$ cat src/verilog/cpu_pkg.sv
package cpu_pkg;
	localparam int XLEN = 32;
	localparam int REG_ADDR_W = 5;

	typedef logic [XLEN-1:0] word_t;
	typedef logic [REG_ADDR_W-1:0] reg_addr_t;

	typedef enum logic [5:0] {
		OP_LWI  = 6'b000010,
		OP_SWI  = 6'b001010,
		OP_ALU  = 6'b100000,
		OP_BEQ  = 6'b100110,
		OP_BNE  = 6'b100111,
		OP_ADDI = 6'b101000,
		OP_ORI  = 6'b101100
	} opcode_t;

	// sub_op field of the register form
	localparam logic [4:0] SUB_ADD = 5'b00000;
	localparam logic [4:0] SUB_SUB = 5'b00001;
	localparam logic [4:0] SUB_AND = 5'b00010;
	localparam logic [4:0] SUB_XOR = 5'b00011;
	localparam logic [4:0] SUB_OR  = 5'b00100;
	localparam logic [4:0] SUB_SLT = 5'b00111;

	typedef enum logic [3:0] {
		ALU_ADD,
		ALU_SUB,
		ALU_AND,
		ALU_OR,
		ALU_XOR,
		ALU_SLT
	} alu_op_t;

	typedef enum logic [1:0] {
		WB_ALU,
		WB_MEM
	} wb_sel_t;

	typedef union packed {
		struct packed {
			logic       spare;
			opcode_t    opcode;
			reg_addr_t  rt;
			reg_addr_t  ra;
			reg_addr_t  rb;
			logic [4:0] reserved;
			logic [4:0] sub_op;
		} r;
		struct packed {
			logic        spare;
			opcode_t     opcode;
			reg_addr_t   rt;
			reg_addr_t   ra;
			logic [14:0] imm15;
		} i;
	} instr_t;
endpackage

$ cat src/verilog/alu.sv
`timescale 1ns/1ps

module alu import cpu_pkg::*; (
	input  alu_op_t alu_op,
	input  word_t   src_a,
	input  word_t   src_b,
	input  word_t   cmp_a,
	input  word_t   cmp_b,
	input  word_t   imm_value,
	input  word_t   ex_pc,
	input  logic    is_branch,
	input  logic    branch_on_equal,
	output word_t   result,
	output logic    branch_taken,
	output word_t   branch_target
);
	logic operands_equal;

	always_comb begin
		case (alu_op)
			ALU_ADD: result = src_a + src_b;
			ALU_SUB: result = src_a - src_b;
			ALU_AND: result = src_a & src_b;
			ALU_OR:  result = src_a | src_b;
			ALU_XOR: result = src_a ^ src_b;
			ALU_SLT: result = {{(XLEN-1){1'b0}}, $signed(src_a) < $signed(src_b)};
			default: result = '0;
		endcase
	end

	// rt against ra, offset counts words from the branch itself
	assign operands_equal = (cmp_a == cmp_b);
	assign branch_taken = is_branch && (branch_on_equal ? operands_equal : !operands_equal);
	assign branch_target = ex_pc + {imm_value[XLEN-3:0], 2'b00};
endmodule

$ cat src/verilog/controller.sv
`timescale 1ns/1ps

module controller import cpu_pkg::*; (
	input  instr_t    instruction,
	output alu_op_t   alu_op,
	output logic      use_imm,
	output word_t     imm_value,
	output logic      reg_write,
	output reg_addr_t dest_reg,
	output logic      mem_read,
	output logic      mem_write,
	output logic      is_branch,
	output logic      branch_on_equal,
	output wb_sel_t   wb_sel
);
	word_t sign_imm;
	word_t zero_imm;

	assign sign_imm = {{(XLEN-15){instruction.i.imm15[14]}}, instruction.i.imm15};
	assign zero_imm = {{(XLEN-15){1'b0}}, instruction.i.imm15};
	assign dest_reg = instruction.r.rt;

	always_comb begin
		// defaults form a no-op
		alu_op = ALU_ADD;
		use_imm = 1'b0;
		imm_value = sign_imm;
		reg_write = 1'b0;
		mem_read = 1'b0;
		mem_write = 1'b0;
		is_branch = 1'b0;
		branch_on_equal = 1'b0;
		wb_sel = WB_ALU;
		case (instruction.r.opcode)
			OP_ALU: begin
				reg_write = 1'b1;
				case (instruction.r.sub_op)
					SUB_ADD: alu_op = ALU_ADD;
					SUB_SUB: alu_op = ALU_SUB;
					SUB_AND: alu_op = ALU_AND;
					SUB_OR:  alu_op = ALU_OR;
					SUB_XOR: alu_op = ALU_XOR;
					SUB_SLT: alu_op = ALU_SLT;
					default: reg_write = 1'b0;
				endcase
			end
			OP_ADDI: begin
				use_imm = 1'b1;
				reg_write = 1'b1;
			end
			OP_ORI: begin
				alu_op = ALU_OR;
				use_imm = 1'b1;
				imm_value = zero_imm;
				reg_write = 1'b1;
			end
			OP_LWI: begin
				use_imm = 1'b1;
				reg_write = 1'b1;
				mem_read = 1'b1;
				wb_sel = WB_MEM;
			end
			OP_SWI: begin
				use_imm = 1'b1;
				mem_write = 1'b1;
			end
			OP_BEQ: begin
				alu_op = ALU_SUB;
				is_branch = 1'b1;
				branch_on_equal = 1'b1;
			end
			OP_BNE: begin
				alu_op = ALU_SUB;
				is_branch = 1'b1;
			end
			default: begin
			end
		endcase
	end
endmodule

$ cat src/verilog/cpu.sv
`timescale 1ns/1ps

module cpu import cpu_pkg::*; #(
	parameter word_t RESET_PC = 32'h0000_0000
) (
	input  logic  clock,
	input  logic  reset,
	input  logic  do_system,
	output word_t im_address,
	input  word_t im_data,
	output logic  dm_enable,
	output logic  dm_write,
	output word_t dm_address,
	output word_t dm_wdata,
	input  word_t dm_rdata,
	input  logic  dm_ready
);
	logic enable_system;

	// decode
	instr_t    id_instruction;
	word_t     id_pc;
	alu_op_t   id_alu_op;
	logic      id_use_imm;
	word_t     id_imm_value;
	logic      id_reg_write;
	reg_addr_t id_dest_reg;
	logic      id_mem_read;
	logic      id_mem_write;
	logic      id_is_branch;
	logic      id_branch_on_equal;
	wb_sel_t   id_wb_sel;
	logic      use_ra;
	logic      use_rb;
	logic      use_rt;
	word_t     reg_ra_data;
	word_t     reg_rb_data;
	word_t     reg_rt_data;
	word_t     fwd_ra;
	word_t     fwd_rb;
	word_t     fwd_rt;
	logic      load_stall;

	// execute
	alu_op_t   ex_alu_op;
	word_t     ex_src_a;
	word_t     ex_src_b;
	word_t     ex_rt_data;
	word_t     ex_imm_value;
	word_t     ex_pc;
	logic      ex_is_branch;
	logic      ex_branch_on_equal;
	logic      ex_reg_write;
	reg_addr_t ex_dest_reg;
	logic      ex_mem_read;
	word_t     ex_result;
	logic      branch_taken;
	word_t     branch_target;

	// memory and writeback
	logic      mem_reg_write;
	reg_addr_t mem_dest_reg;
	word_t     mem_value;
	logic      wb_write_enable;
	reg_addr_t wb_write_addr;
	word_t     wb_write_data;

	// nothing moves unless the system runs and data memory is ready
	assign enable_system = do_system && dm_ready;

	// every valid instruction reads ra as its first operand or base
	assign use_ra = id_reg_write || id_mem_write || id_is_branch;
	assign use_rb = id_reg_write && !id_use_imm;
	assign use_rt = id_mem_write || id_is_branch;

	pc #(
		.RESET_PC(RESET_PC)
	) u_pc (
		.clock(clock),
		.reset(reset),
		.enable(enable_system),
		.load_stall(load_stall),
		.branch_taken(branch_taken),
		.branch_target(branch_target),
		.current_pc(im_address)
	);

	regwalls u_regwalls (
		.clock(clock),
		.reset(reset),
		.enable(enable_system),
		.load_stall(load_stall),
		.branch_taken(branch_taken),
		.fetch_pc(im_address),
		.im_data(im_data),
		.id_alu_op(id_alu_op),
		.id_use_imm(id_use_imm),
		.id_imm_value(id_imm_value),
		.id_reg_write(id_reg_write),
		.id_dest_reg(id_dest_reg),
		.id_mem_read(id_mem_read),
		.id_mem_write(id_mem_write),
		.id_is_branch(id_is_branch),
		.id_branch_on_equal(id_branch_on_equal),
		.id_wb_sel(id_wb_sel),
		.fwd_ra(fwd_ra),
		.fwd_rb(fwd_rb),
		.fwd_rt(fwd_rt),
		.ex_result(ex_result),
		.dm_rdata(dm_rdata),
		.id_instruction(id_instruction),
		.id_pc(id_pc),
		.ex_alu_op(ex_alu_op),
		.ex_src_a(ex_src_a),
		.ex_src_b(ex_src_b),
		.ex_rt_data(ex_rt_data),
		.ex_imm_value(ex_imm_value),
		.ex_pc(ex_pc),
		.ex_is_branch(ex_is_branch),
		.ex_branch_on_equal(ex_branch_on_equal),
		.ex_reg_write(ex_reg_write),
		.ex_dest_reg(ex_dest_reg),
		.ex_mem_read(ex_mem_read),
		.mem_reg_write(mem_reg_write),
		.mem_dest_reg(mem_dest_reg),
		.mem_value(mem_value),
		.dm_enable(dm_enable),
		.dm_write(dm_write),
		.dm_address(dm_address),
		.dm_wdata(dm_wdata),
		.write_enable(wb_write_enable),
		.write_addr(wb_write_addr),
		.write_data(wb_write_data)
	);

	controller u_controller (
		.instruction(id_instruction),
		.alu_op(id_alu_op),
		.use_imm(id_use_imm),
		.imm_value(id_imm_value),
		.reg_write(id_reg_write),
		.dest_reg(id_dest_reg),
		.mem_read(id_mem_read),
		.mem_write(id_mem_write),
		.is_branch(id_is_branch),
		.branch_on_equal(id_branch_on_equal),
		.wb_sel(id_wb_sel)
	);

	regfile u_regfile (
		.clock(clock),
		.reset(reset),
		.enable(enable_system),
		.ra_addr(id_instruction.r.ra),
		.rb_addr(id_instruction.r.rb),
		.rt_addr(id_instruction.r.rt),
		.ra_data(reg_ra_data),
		.rb_data(reg_rb_data),
		.rt_data(reg_rt_data),
		.write_enable(wb_write_enable),
		.write_addr(wb_write_addr),
		.write_data(wb_write_data)
	);

	forward u_forward (
		.ra_addr(id_instruction.r.ra),
		.rb_addr(id_instruction.r.rb),
		.rt_addr(id_instruction.r.rt),
		.ra_data(reg_ra_data),
		.rb_data(reg_rb_data),
		.rt_data(reg_rt_data),
		.use_ra(use_ra),
		.use_rb(use_rb),
		.use_rt(use_rt),
		.ex_dest_reg(ex_dest_reg),
		.ex_reg_write(ex_reg_write),
		.ex_mem_read(ex_mem_read),
		.ex_result(ex_result),
		.mem_dest_reg(mem_dest_reg),
		.mem_reg_write(mem_reg_write),
		.mem_value(mem_value),
		.fwd_ra(fwd_ra),
		.fwd_rb(fwd_rb),
		.fwd_rt(fwd_rt),
		.load_stall(load_stall)
	);

	alu u_alu (
		.alu_op(ex_alu_op),
		.src_a(ex_src_a),
		.src_b(ex_src_b),
		.cmp_a(ex_rt_data),
		.cmp_b(ex_src_a),
		.imm_value(ex_imm_value),
		.ex_pc(ex_pc),
		.is_branch(ex_is_branch),
		.branch_on_equal(ex_branch_on_equal),
		.result(ex_result),
		.branch_taken(branch_taken),
		.branch_target(branch_target)
	);
endmodule

$ cat src/verilog/forward.sv
`timescale 1ns/1ps

module forward import cpu_pkg::*; (
	input  reg_addr_t ra_addr,
	input  reg_addr_t rb_addr,
	input  reg_addr_t rt_addr,
	input  word_t     ra_data,
	input  word_t     rb_data,
	input  word_t     rt_data,
	input  logic      use_ra,
	input  logic      use_rb,
	input  logic      use_rt,
	input  reg_addr_t ex_dest_reg,
	input  logic      ex_reg_write,
	input  logic      ex_mem_read,
	input  word_t     ex_result,
	input  reg_addr_t mem_dest_reg,
	input  logic      mem_reg_write,
	input  word_t     mem_value,
	output word_t     fwd_ra,
	output word_t     fwd_rb,
	output word_t     fwd_rt,
	output logic      load_stall
);
	// newest producer wins, writeback is covered by the regfile bypass
	function automatic word_t pick(reg_addr_t addr, word_t file_data);
		word_t value;
		value = file_data;
		if (addr != '0) begin
			if (ex_reg_write && !ex_mem_read && addr == ex_dest_reg) begin
				value = ex_result;
			end else if (mem_reg_write && addr == mem_dest_reg) begin
				value = mem_value;
			end
		end
		return value;
	endfunction

	always_comb begin
		fwd_ra = pick(ra_addr, ra_data);
		fwd_rb = pick(rb_addr, rb_data);
		fwd_rt = pick(rt_addr, rt_data);
	end

	// load data only exists once the load reaches memory
	always_comb begin
		load_stall = 1'b0;
		if (ex_mem_read && ex_dest_reg != '0) begin
			load_stall = (use_ra && ra_addr == ex_dest_reg) ||
				(use_rb && rb_addr == ex_dest_reg) ||
				(use_rt && rt_addr == ex_dest_reg);
		end
	end
endmodule

$ cat src/verilog/pc.sv
`timescale 1ns/1ps

module pc import cpu_pkg::*; #(
	parameter word_t RESET_PC = 32'h0000_0000
) (
	input  logic  clock,
	input  logic  reset,
	input  logic  enable,
	input  logic  load_stall,
	input  logic  branch_taken,
	input  word_t branch_target,
	output word_t current_pc
);
	// a redirect overrides the stall
	always_ff @(posedge clock) begin
		if (reset) begin
			current_pc <= RESET_PC;
		end else if (enable) begin
			if (branch_taken) begin
				current_pc <= branch_target;
			end else if (!load_stall) begin
				current_pc <= current_pc + 32'd4;
			end
		end
	end

	// targets from execute must keep fetch on word boundaries
	assert property (@(posedge clock) disable iff (reset) current_pc[1:0] == 2'b00)
		else $error("fetch address lost word alignment");
endmodule

$ cat src/verilog/regfile.sv
`timescale 1ns/1ps

module regfile import cpu_pkg::*; (
	input  logic      clock,
	input  logic      reset,
	input  logic      enable,
	input  reg_addr_t ra_addr,
	input  reg_addr_t rb_addr,
	input  reg_addr_t rt_addr,
	output word_t     ra_data,
	output word_t     rb_data,
	output word_t     rt_data,
	input  logic      write_enable,
	input  reg_addr_t write_addr,
	input  word_t     write_data
);
	word_t regs [0:(1<<REG_ADDR_W)-1];

	// r0 reads zero, a pending write bypasses the array
	function automatic word_t read_port(reg_addr_t addr);
		word_t value;
		if (addr == '0) begin
			value = '0;
		end else if (write_enable && addr == write_addr) begin
			value = write_data;
		end else begin
			value = regs[addr];
		end
		return value;
	endfunction

	always_comb begin
		ra_data = read_port(ra_addr);
		rb_data = read_port(rb_addr);
		rt_data = read_port(rt_addr);
	end

	always_ff @(posedge clock) begin
		if (reset) begin
			for (int i = 0; i < (1<<REG_ADDR_W); i++) begin
				regs[i] <= '0;
			end
		end else if (enable && write_enable && write_addr != '0) begin
			regs[write_addr] <= write_data;
		end
	end
endmodule

$ cat src/verilog/regwalls.sv
`timescale 1ns/1ps

module regwalls import cpu_pkg::*; (
	input  logic      clock,
	input  logic      reset,
	input  logic      enable,
	input  logic      load_stall,
	input  logic      branch_taken,
	input  word_t     fetch_pc,
	input  word_t     im_data,
	input  alu_op_t   id_alu_op,
	input  logic      id_use_imm,
	input  word_t     id_imm_value,
	input  logic      id_reg_write,
	input  reg_addr_t id_dest_reg,
	input  logic      id_mem_read,
	input  logic      id_mem_write,
	input  logic      id_is_branch,
	input  logic      id_branch_on_equal,
	input  wb_sel_t   id_wb_sel,
	input  word_t     fwd_ra,
	input  word_t     fwd_rb,
	input  word_t     fwd_rt,
	input  word_t     ex_result,
	input  word_t     dm_rdata,
	output instr_t    id_instruction,
	output word_t     id_pc,
	output alu_op_t   ex_alu_op,
	output word_t     ex_src_a,
	output word_t     ex_src_b,
	output word_t     ex_rt_data,
	output word_t     ex_imm_value,
	output word_t     ex_pc,
	output logic      ex_is_branch,
	output logic      ex_branch_on_equal,
	output logic      ex_reg_write,
	output reg_addr_t ex_dest_reg,
	output logic      ex_mem_read,
	output logic      mem_reg_write,
	output reg_addr_t mem_dest_reg,
	output word_t     mem_value,
	output logic      dm_enable,
	output logic      dm_write,
	output word_t     dm_address,
	output word_t     dm_wdata,
	output logic      write_enable,
	output reg_addr_t write_addr,
	output word_t     write_data
);
	logic    ex_mem_write;
	wb_sel_t ex_wb_sel;
	logic    mem_is_load;
	logic    mem_is_store;
	wb_sel_t mem_wb_sel;
	word_t   mem_result;
	word_t   mem_rt_data;

	// fetch/decode, an all-zero word decodes as a no-op
	always_ff @(posedge clock) begin
		if (reset) begin
			id_instruction <= '0;
		end else if (enable) begin
			if (branch_taken) begin
				id_instruction <= '0;
			end else if (!load_stall) begin
				id_instruction <= im_data;
			end
		end
	end

	always_ff @(posedge clock) begin
		if (enable && !load_stall) begin
			id_pc <= fetch_pc;
		end
	end

	// decode/execute
	always_ff @(posedge clock) begin
		if (reset) begin
			ex_is_branch <= 1'b0;
			ex_reg_write <= 1'b0;
			ex_mem_read <= 1'b0;
			ex_mem_write <= 1'b0;
		end else if (enable) begin
			if (branch_taken || load_stall) begin
				ex_is_branch <= 1'b0;
				ex_reg_write <= 1'b0;
				ex_mem_read <= 1'b0;
				ex_mem_write <= 1'b0;
			end else begin
				ex_is_branch <= id_is_branch;
				ex_reg_write <= id_reg_write;
				ex_mem_read <= id_mem_read;
				ex_mem_write <= id_mem_write;
			end
		end
	end

	always_ff @(posedge clock) begin
		if (enable) begin
			ex_alu_op <= id_alu_op;
			ex_branch_on_equal <= id_branch_on_equal;
			ex_dest_reg <= id_dest_reg;
			ex_wb_sel <= id_wb_sel;
			ex_src_a <= fwd_ra;
			ex_src_b <= id_use_imm ? id_imm_value : fwd_rb;
			ex_rt_data <= fwd_rt;
			ex_imm_value <= id_imm_value;
			ex_pc <= id_pc;
		end
	end

	// execute/memory
	always_ff @(posedge clock) begin
		if (reset) begin
			mem_reg_write <= 1'b0;
			mem_is_load <= 1'b0;
			mem_is_store <= 1'b0;
		end else if (enable) begin
			mem_reg_write <= ex_reg_write;
			mem_is_load <= ex_mem_read;
			mem_is_store <= ex_mem_write;
		end
	end

	always_ff @(posedge clock) begin
		if (enable) begin
			mem_dest_reg <= ex_dest_reg;
			mem_wb_sel <= ex_wb_sel;
			mem_result <= ex_result;
			mem_rt_data <= ex_rt_data;
		end
	end

	assign mem_value = (mem_wb_sel == WB_MEM) ? dm_rdata : mem_result;
	assign dm_enable = mem_is_load || mem_is_store;
	assign dm_write = mem_is_store;
	assign dm_address = mem_result;
	assign dm_wdata = mem_rt_data;

	// memory/writeback
	always_ff @(posedge clock) begin
		if (reset) begin
			write_enable <= 1'b0;
		end else if (enable) begin
			write_enable <= mem_reg_write;
		end
	end

	always_ff @(posedge clock) begin
		if (enable) begin
			write_addr <= mem_dest_reg;
			write_data <= mem_value;
		end
	end

	// decode never marks one instruction as both load and store
	assert property (@(posedge clock) disable iff (reset) !(mem_is_load && mem_is_store))
		else $error("memory stage holds both a load and a store");
endmodule
$ cat config.mk
export PLATFORM = sky130hd
export DESIGN_NAME = cpu
export DESIGN_NICKNAME = d
export VERILOG_FILES = /design/src/verilog/cpu_pkg.sv /design/src/verilog/alu.sv /design/src/verilog/controller.sv /design/src/verilog/cpu.sv /design/src/verilog/forward.sv /design/src/verilog/pc.sv /design/src/verilog/regfile.sv /design/src/verilog/regwalls.sv
export SDC_FILE = /design/constraint.sdc
export NUM_CORES = 2
export LEC_CHECK = 0
export ABC_CLOCK_PERIOD_IN_PS = 9000
export BUFFER_PORTS_ARGS = -buffer_cell sky130_fd_sc_hd__buf_2
export CAP_MARGIN = 20
export CORE_MARGIN = 3
export CORE_UTILIZATION = 46
export DETAILED_ROUTE_END_ITERATION = 8
export GPL_ROUTABILITY_DRIVEN = 0
export PLACE_DENSITY_LB_ADDON = 0.1
export REMOVE_ABC_BUFFERS = 1
export SLEW_MARGIN = 20
export SYNTH_ARGS = -nofsm -noshare
export SYNTH_HDL_FRONTEND = slang
export SYNTH_SLANG_ARGS = --single-unit
export TNS_END_PERCENT = 20
$ cat constraint.sdc
create_clock -name clock -period 9 [get_ports clock]
set_input_delay 1.35 -clock clock [delete_from_list [all_inputs] [get_ports clock]]
set_output_delay 1.35 -clock clock [all_outputs]
set_load 0.05 [all_outputs]
# Word level (Yosys, flattened, before mapping)
# Memory sizes are Yosys's and may differ from the RTL's. A register that Yosys moved wholly into a read port is not among the register bits.
# Index checks and enable logic that the tools add are counted.
# totals
ram_bits	1024
ff_bits	381
out_inout_bits	98
mem_count	1
wordCells	164
in_bits	68
# classes
n_bitwise	3
n_reduce_logical	47
muxes	53
n_eq_ne	29
add_sub_neg	4
n_lt_le_gt_ge	1
# mem_list
memory	words	word_bits	rd	rd_clocked_by_memory_dff	write_ports	line_no	rtl
u_regfile.regs	32	32	3	3	32	regfile.sv:17	word_t regs [0:(1<<REG_ADDR_W)-1];
# op_table
op	count
$mux W32	21
$pmux W32 S6	1
$add A32 B32 Y32	2
$mux W31	2
$eq A5 B5 Y1	9
$mux W5	7
$add A32 B3 Y32 const B	1
$and A32 B32 Y32	1
$eq A32 B32 Y1	1
$lt A32 B32 Y1	1
$or A32 B32 Y32	1
$reduce_or A32 Y1	1
$sub A32 B32 Y32	1
$xor A32 B32 Y32	1
$eq A6 B6 Y1 const B	5
$reduce_bool A5 Y1	5
$logic_and A1 B1 Y1	20
$logic_not A5 Y1	4
$mux W1	19
$pmux W3 S5	1
$pmux W4 S3	1
$eq A5 B2 Y1 const B	2
$eq A5 B3 Y1 const B	2
$eq A4 B2 Y1 const B	2
16 further kinds	26

# Logic depth before layout (Yosys ltp)
# logic_depth
word_depth	14
ltp_mapped	14
mapped_depth_nobuf	14

# Cells and area by module
# From an unflattened synthesis, not the netlist that was laid out.
# unflattened
hier_cells	6735
hier_area_um2	87023.5
# by_module_without_submodules
mod	area_each_um2	n_inst	seq_area_each_um2	cells_per_inst
regfile	63126.8	1	30749.5	4494
regwalls	11636.2	1	10169.8	561
alu	6251.0	1	0.0	907
forward	3271.9	1	0.0	405
pc	2215.9	1	640.6	294
controller	496.7	1	0.0	70
cpu	25.0	1	0.0	4

# Worst setup path after synthesis
# OpenSTA, ideal clock, no wires.
# synth_path
path_kind	input -> register
start	in do_system
end	mem u_regfile.regs[16][0] (netlist bit), enable pin
n_path_buf	0
setup_slack_ns	2.663
path_stages	7
t_required_ns	8.625
arrival_ns	5.963
setup_ns	0.375
cell_sequence	nand2_1 -> inv_2 -> nand3b_1 -> nor2_1 -> nand3b_1 -> nor2_1 -> or2_2
# synth_rtl
element	line_no	rtl
start: declaration	cpu.sv:8	input logic do_system,
end: declaration	regfile.sv:17	

# Worst setup path in the final report
# layout_path
start	reg u_regwalls.ex_src_a[22]
end	reg u_pc.current_pc[21]
# layout_via
elab_chain_cells	6
elab_cells_between_ends	7
cone_classes	eq/ne (2); mux (2); reduce/logical (3)
# layout_lines
element	line_no	rtl
start: declaration	regwalls.sv:29	output word_t ex_src_a,
start signal: assignment	regwalls.sv:105	ex_src_a <= fwd_ra;
$eq A32 B32 Y1 *	alu.sv:32	assign operands_equal = (cmp_a == cmp_b);
$logic_not A1 Y1	alu.sv:33	assign branch_taken = is_branch && (branch_on_equal ? operands_equal : !operands_equal);
$mux W1 *	alu.sv:33	
$logic_and A1 B1 Y1 *	alu.sv:33	
$ne A2 B1 Y1 (no source line)	-	
$reduce_and A2 Y1 (no source line)	-	
end signal: assignment	pc.sv:20	current_pc <= branch_target;
end signal: assignment	pc.sv:22	current_pc <= current_pc + 32'd4;
end: declaration	pc.sv:12	output word_t current_pc
# Every way passes the cells marked *; elsewhere a longest branch is shown, timed or not.
# A chain may end at the register's enable or synchronous reset.

==> flow_summary_export.csv <==
group,metric,value,unit
drt,wl_per_cell,37.7,um
logic_synthesis,postSynthCellCount,6075,
grt,grt_max_degree,115,
grt,gr-total-overflow,0,
logic_synthesis,synth.distinct_cells,109,
timing,whs,0.416,ns
layout,stdcell_area,94500,sq um
logic_synthesis,yosysWarnings,0,
layout,drive_gt1_frac,0.277,
logic_synthesis,syn_area,85500,sq um
min_path,hold_end,"u_regwalls.mem_wb_sel[0]$_DFFE_PP_",
die,dieWidth,437,um
clock_network,root_buffer,"clkbuf_16",
min_path,worstHoldStart,"u_regwalls.ex_wb_sel[0]$_DFFE_PP_",
drt,viasPerCell,6.78,
layout,fillerInstances,15500,
layout,top_register,"u_regfile.regs",
place,post-dp-hpwl,203000,um
layout,fin_nets,6240,
grt,grt_pass1_vias,57600,
worst_setup_path,crit_start,"u_regwalls.ex_src_a[22]$_DFFE_PP_",
logic_synthesis,synth_top_flop_cell,"edfxtp_1",
logic_synthesis,yosysSeqAreaShare,0.483,
min_path,hold_depth,0,
die,die_y,437,um
grt,grt_pass1_wl,454000,um
die,num_rows,157,
timing,setup_violations,0,
timing,timing.fmax,0.189,GHz
logic_synthesis,ys_ff_latch,1403,
logic_synthesis,syn_area_per_cell,14.1,sq um
timing,rsz0062_at_grt,"no",
power_and_ir_drop,power_leakage,0.0322,uW
drt,drt_pass1_iterations,5,
timing,hold_viol,0,
drt,drt-initial-drc-count,8550,
clock_network,cts_buffers,164,
timing,slew_headroom,0.173,
worst_setup_path,cp_data_required_time,9.70,ns
die,coreArea,184000,sq um
clock_network,path_clk_slew,0.06,ns
worst_setup_path,worstSetupStartpointType,"register",
layout,stdcell_count,8646,
layout,area_growth,10.5,%
die,ios,166,
clock_network,cts_resized,0,
place,postPlaceCellArea,89000,sq um
worst_setup_path,reg2reg_depth,10,
drt,drcViolationCount,0,
worst_setup_path,worstSetupPathType,"register to register",
drt,ant_nets,0,
layout,largest_reg_flops,1024,
timing,finClkSkew,0.0355,ns
timing,fin_crit,5.30,ns
worst_setup_path,critPathCaptureType,"register",
timing,finalMaxSlewViolations,0,
drt,vias,58600,
clock_network,cts_tree,"yes",
flow_run,drv_cap,0,
timing,fin_crit_sh,0.588,
min_path,worst_hold_path_type,"register to register",
clock_network,cts_max_level,4,
worst_setup_path,reg2reg_from,"u_regwalls.ex_src_a[22]$_DFFE_PP_",
outcome,status,"finished, final reports clean",
die,initial_core_util,0.465,
clock_network,clock_sinks,1403,
place,port_buffers,164,
worst_setup_path,critical_path_arrival,6.00,ns
clock_network,clockBufferDepth,3,
layout,multiInputGateArea,41700,sq um
clock_network,holdBufCountCts,0,
die,die_area,191000,sq um
grt,antenna_found_initial,31,
logic_synthesis,synth_edf_count,1317,
logic_synthesis,async_flop_share,0,
power_and_ir_drop,vdd_ir_drop_max,168,uV
drt,routed_wl,326000,um
timing,worst_slew_pin_slew,1.24,ns
grt,grt_util_all_layers,0.339,
clock_network,clock_latency,0.84,ns
layout,layout.area.seq,41300,sq um
worst_setup_path,crit_path_max_fanout,44,
worst_setup_path,worst-r2r-setup-slack,3.70,ns
power_and_ir_drop,power_density,178,nW/um^2
clock_network,cts_setup_buffers,0,
worst_setup_path,worstReg2RegEnd,"u_pc.current_pc[21]$_SDFFE_PP0P_",
place,place_inst,8322,
==> Yosys cell counts, types with 25 or more instances <==
cell / instances / area share
ha_1: 133 / 0.019
and2_1: 997 / 0.073
o21ai_1: 27 / 0.0016
nand2_1: 170 / 0.0075
inv_1: 147 / 0.0065
xor2_1: 80 / 0.0082
or2_2: 37 / 0.0027
a21oi_1: 177 / 0.010
a211oi_1: 192 / 0.017
nor4_1: 25 / 0.0018
mux4_2: 960 / 0.25
o21ai_0: 109 / 0.0064
xnor2_1: 36 / 0.0037
a22oi_1: 45 / 0.0040
nor2_1: 307 / 0.013
buf_2: 119 / 0.0070
mux2i_1: 110 / 0.013
clkbuf_1: 411 / 0.018
dfxtp_1: 86 / 0.020
buf_1: 34 / 0.0015
nand3_1: 43 / 0.0025
a21o_1: 30 / 0.0026
nor3_1: 73 / 0.0043
edfxtp_1: 1317 / 0.46
==> stage by stage <==
step           TNS [ns]   util  total power [uW]  setup slack, ns
2_1_floorplan   -328.51      -              9410            -3.47
3_3_place_gp          0  0.484             10100             3.07
3_5_place_dp          0  0.484             10200             3.05
4_1_cts               0  0.513             16800             3.66
5_1_grt               0  0.514             17200             3.44
6_report              0  0.514             16800             3.70
==> power by group <==
group          switching, uW  internal (uW)  leakage [uW]  total (uW)
logic                   1450            957        0.0156        2410
registers                297           7400        0.0141        7700
clock network           2880           3810       0.00257        6690
==> cells in the final DEF (no fill, tap or decap), drive strengths merged, types with 159 or more instances in the layout <==
cell / count
buf: 341
inv: 159
a21oi: 181
nand2: 171
edfxtp: 1317
and2: 998
a211oi: 198
nor2: 309
mux4: 960
clkbuf: 205
==> cells by family (layout without fill, tap and decap cells) <==
| logic type | after synthesis | after routing | synth area share |
|---|---|---|---|
| and+or+nand+nor | 1783 | 1783 | 0.116 |
| adders and majority gates | 136 | 136 | 0.0202 |
| buffers and inverters | 730 | 792 | 0.0345 |
| muxes | 1094 | 1094 | 0.269 |
| AOI/OAI and AO/OA | 812 | 812 | 0.0656 |
| other | 1 | 46 | 0.0000439 |
| xor gates and xnor gates | 116 | 116 | 0.0119 |
| DFF | 1403 | 1403 | 0.483 |
==> cell type report <==
| class | count | share of cell area |
|---|---|---|
| Sequential cell | 1403 | 0.437 |
| Tap cell | 2464 | 0.0326 |
| Multi-Input combinational cell | 3973 | 0.442 |
| Antenna cell | 14 | 0.000371 |
| Inverter | 153 | 0.00616 |
| Timing Repair Buffer | 341 | 0.0262 |
| Clock inverter | 93 | 0.00836 |
| Clock buffer | 205 | 0.0474 |
==> worst max path at each step <==
stage,endpoint,slack [ns],depth (start not counted)
after floorplan,u_regwalls.ex_src_a[7]$_DFFE_PP_,-3.47,6
after global placement,u_regfile.regs[15][22]$_SDFFCE_PN0P_,3.07,11
after detailed placement,u_regfile.regs[15][22]$_SDFFCE_PN0P_,3.05,11
after CTS,u_pc.current_pc[21]$_SDFFE_PP0P_,3.66,10
after global routing,u_pc.current_pc[21]$_SDFFE_PP0P_,3.44,10
final,u_pc.current_pc[21]$_SDFFE_PP0P_,3.70,10
==> routing by layer <==
layer  wire length [um]  track usage  vias to the layer above
met4              19000        0.175                       12
met2             149000        0.519                     3718
li1                   -            -                    23800
met5                 83            0                        -
met1             122000        0.453                    30300
met3              35300       0.0816                      801
==> critical path, cell delays in order (launching register included) <==
cell,delay (ns)
edfxtp_1,0.57
xor2_1,0.30
nor4_1,0.93
nand4_1,0.47
or3_1,0.46
nand3_1,0.72
buf_4,0.35
nand2_1,0.09
nand2_2,0.74
nor3_1,0.15
a2111oi_2,0.38
Power figures use the tool's default switching activity.
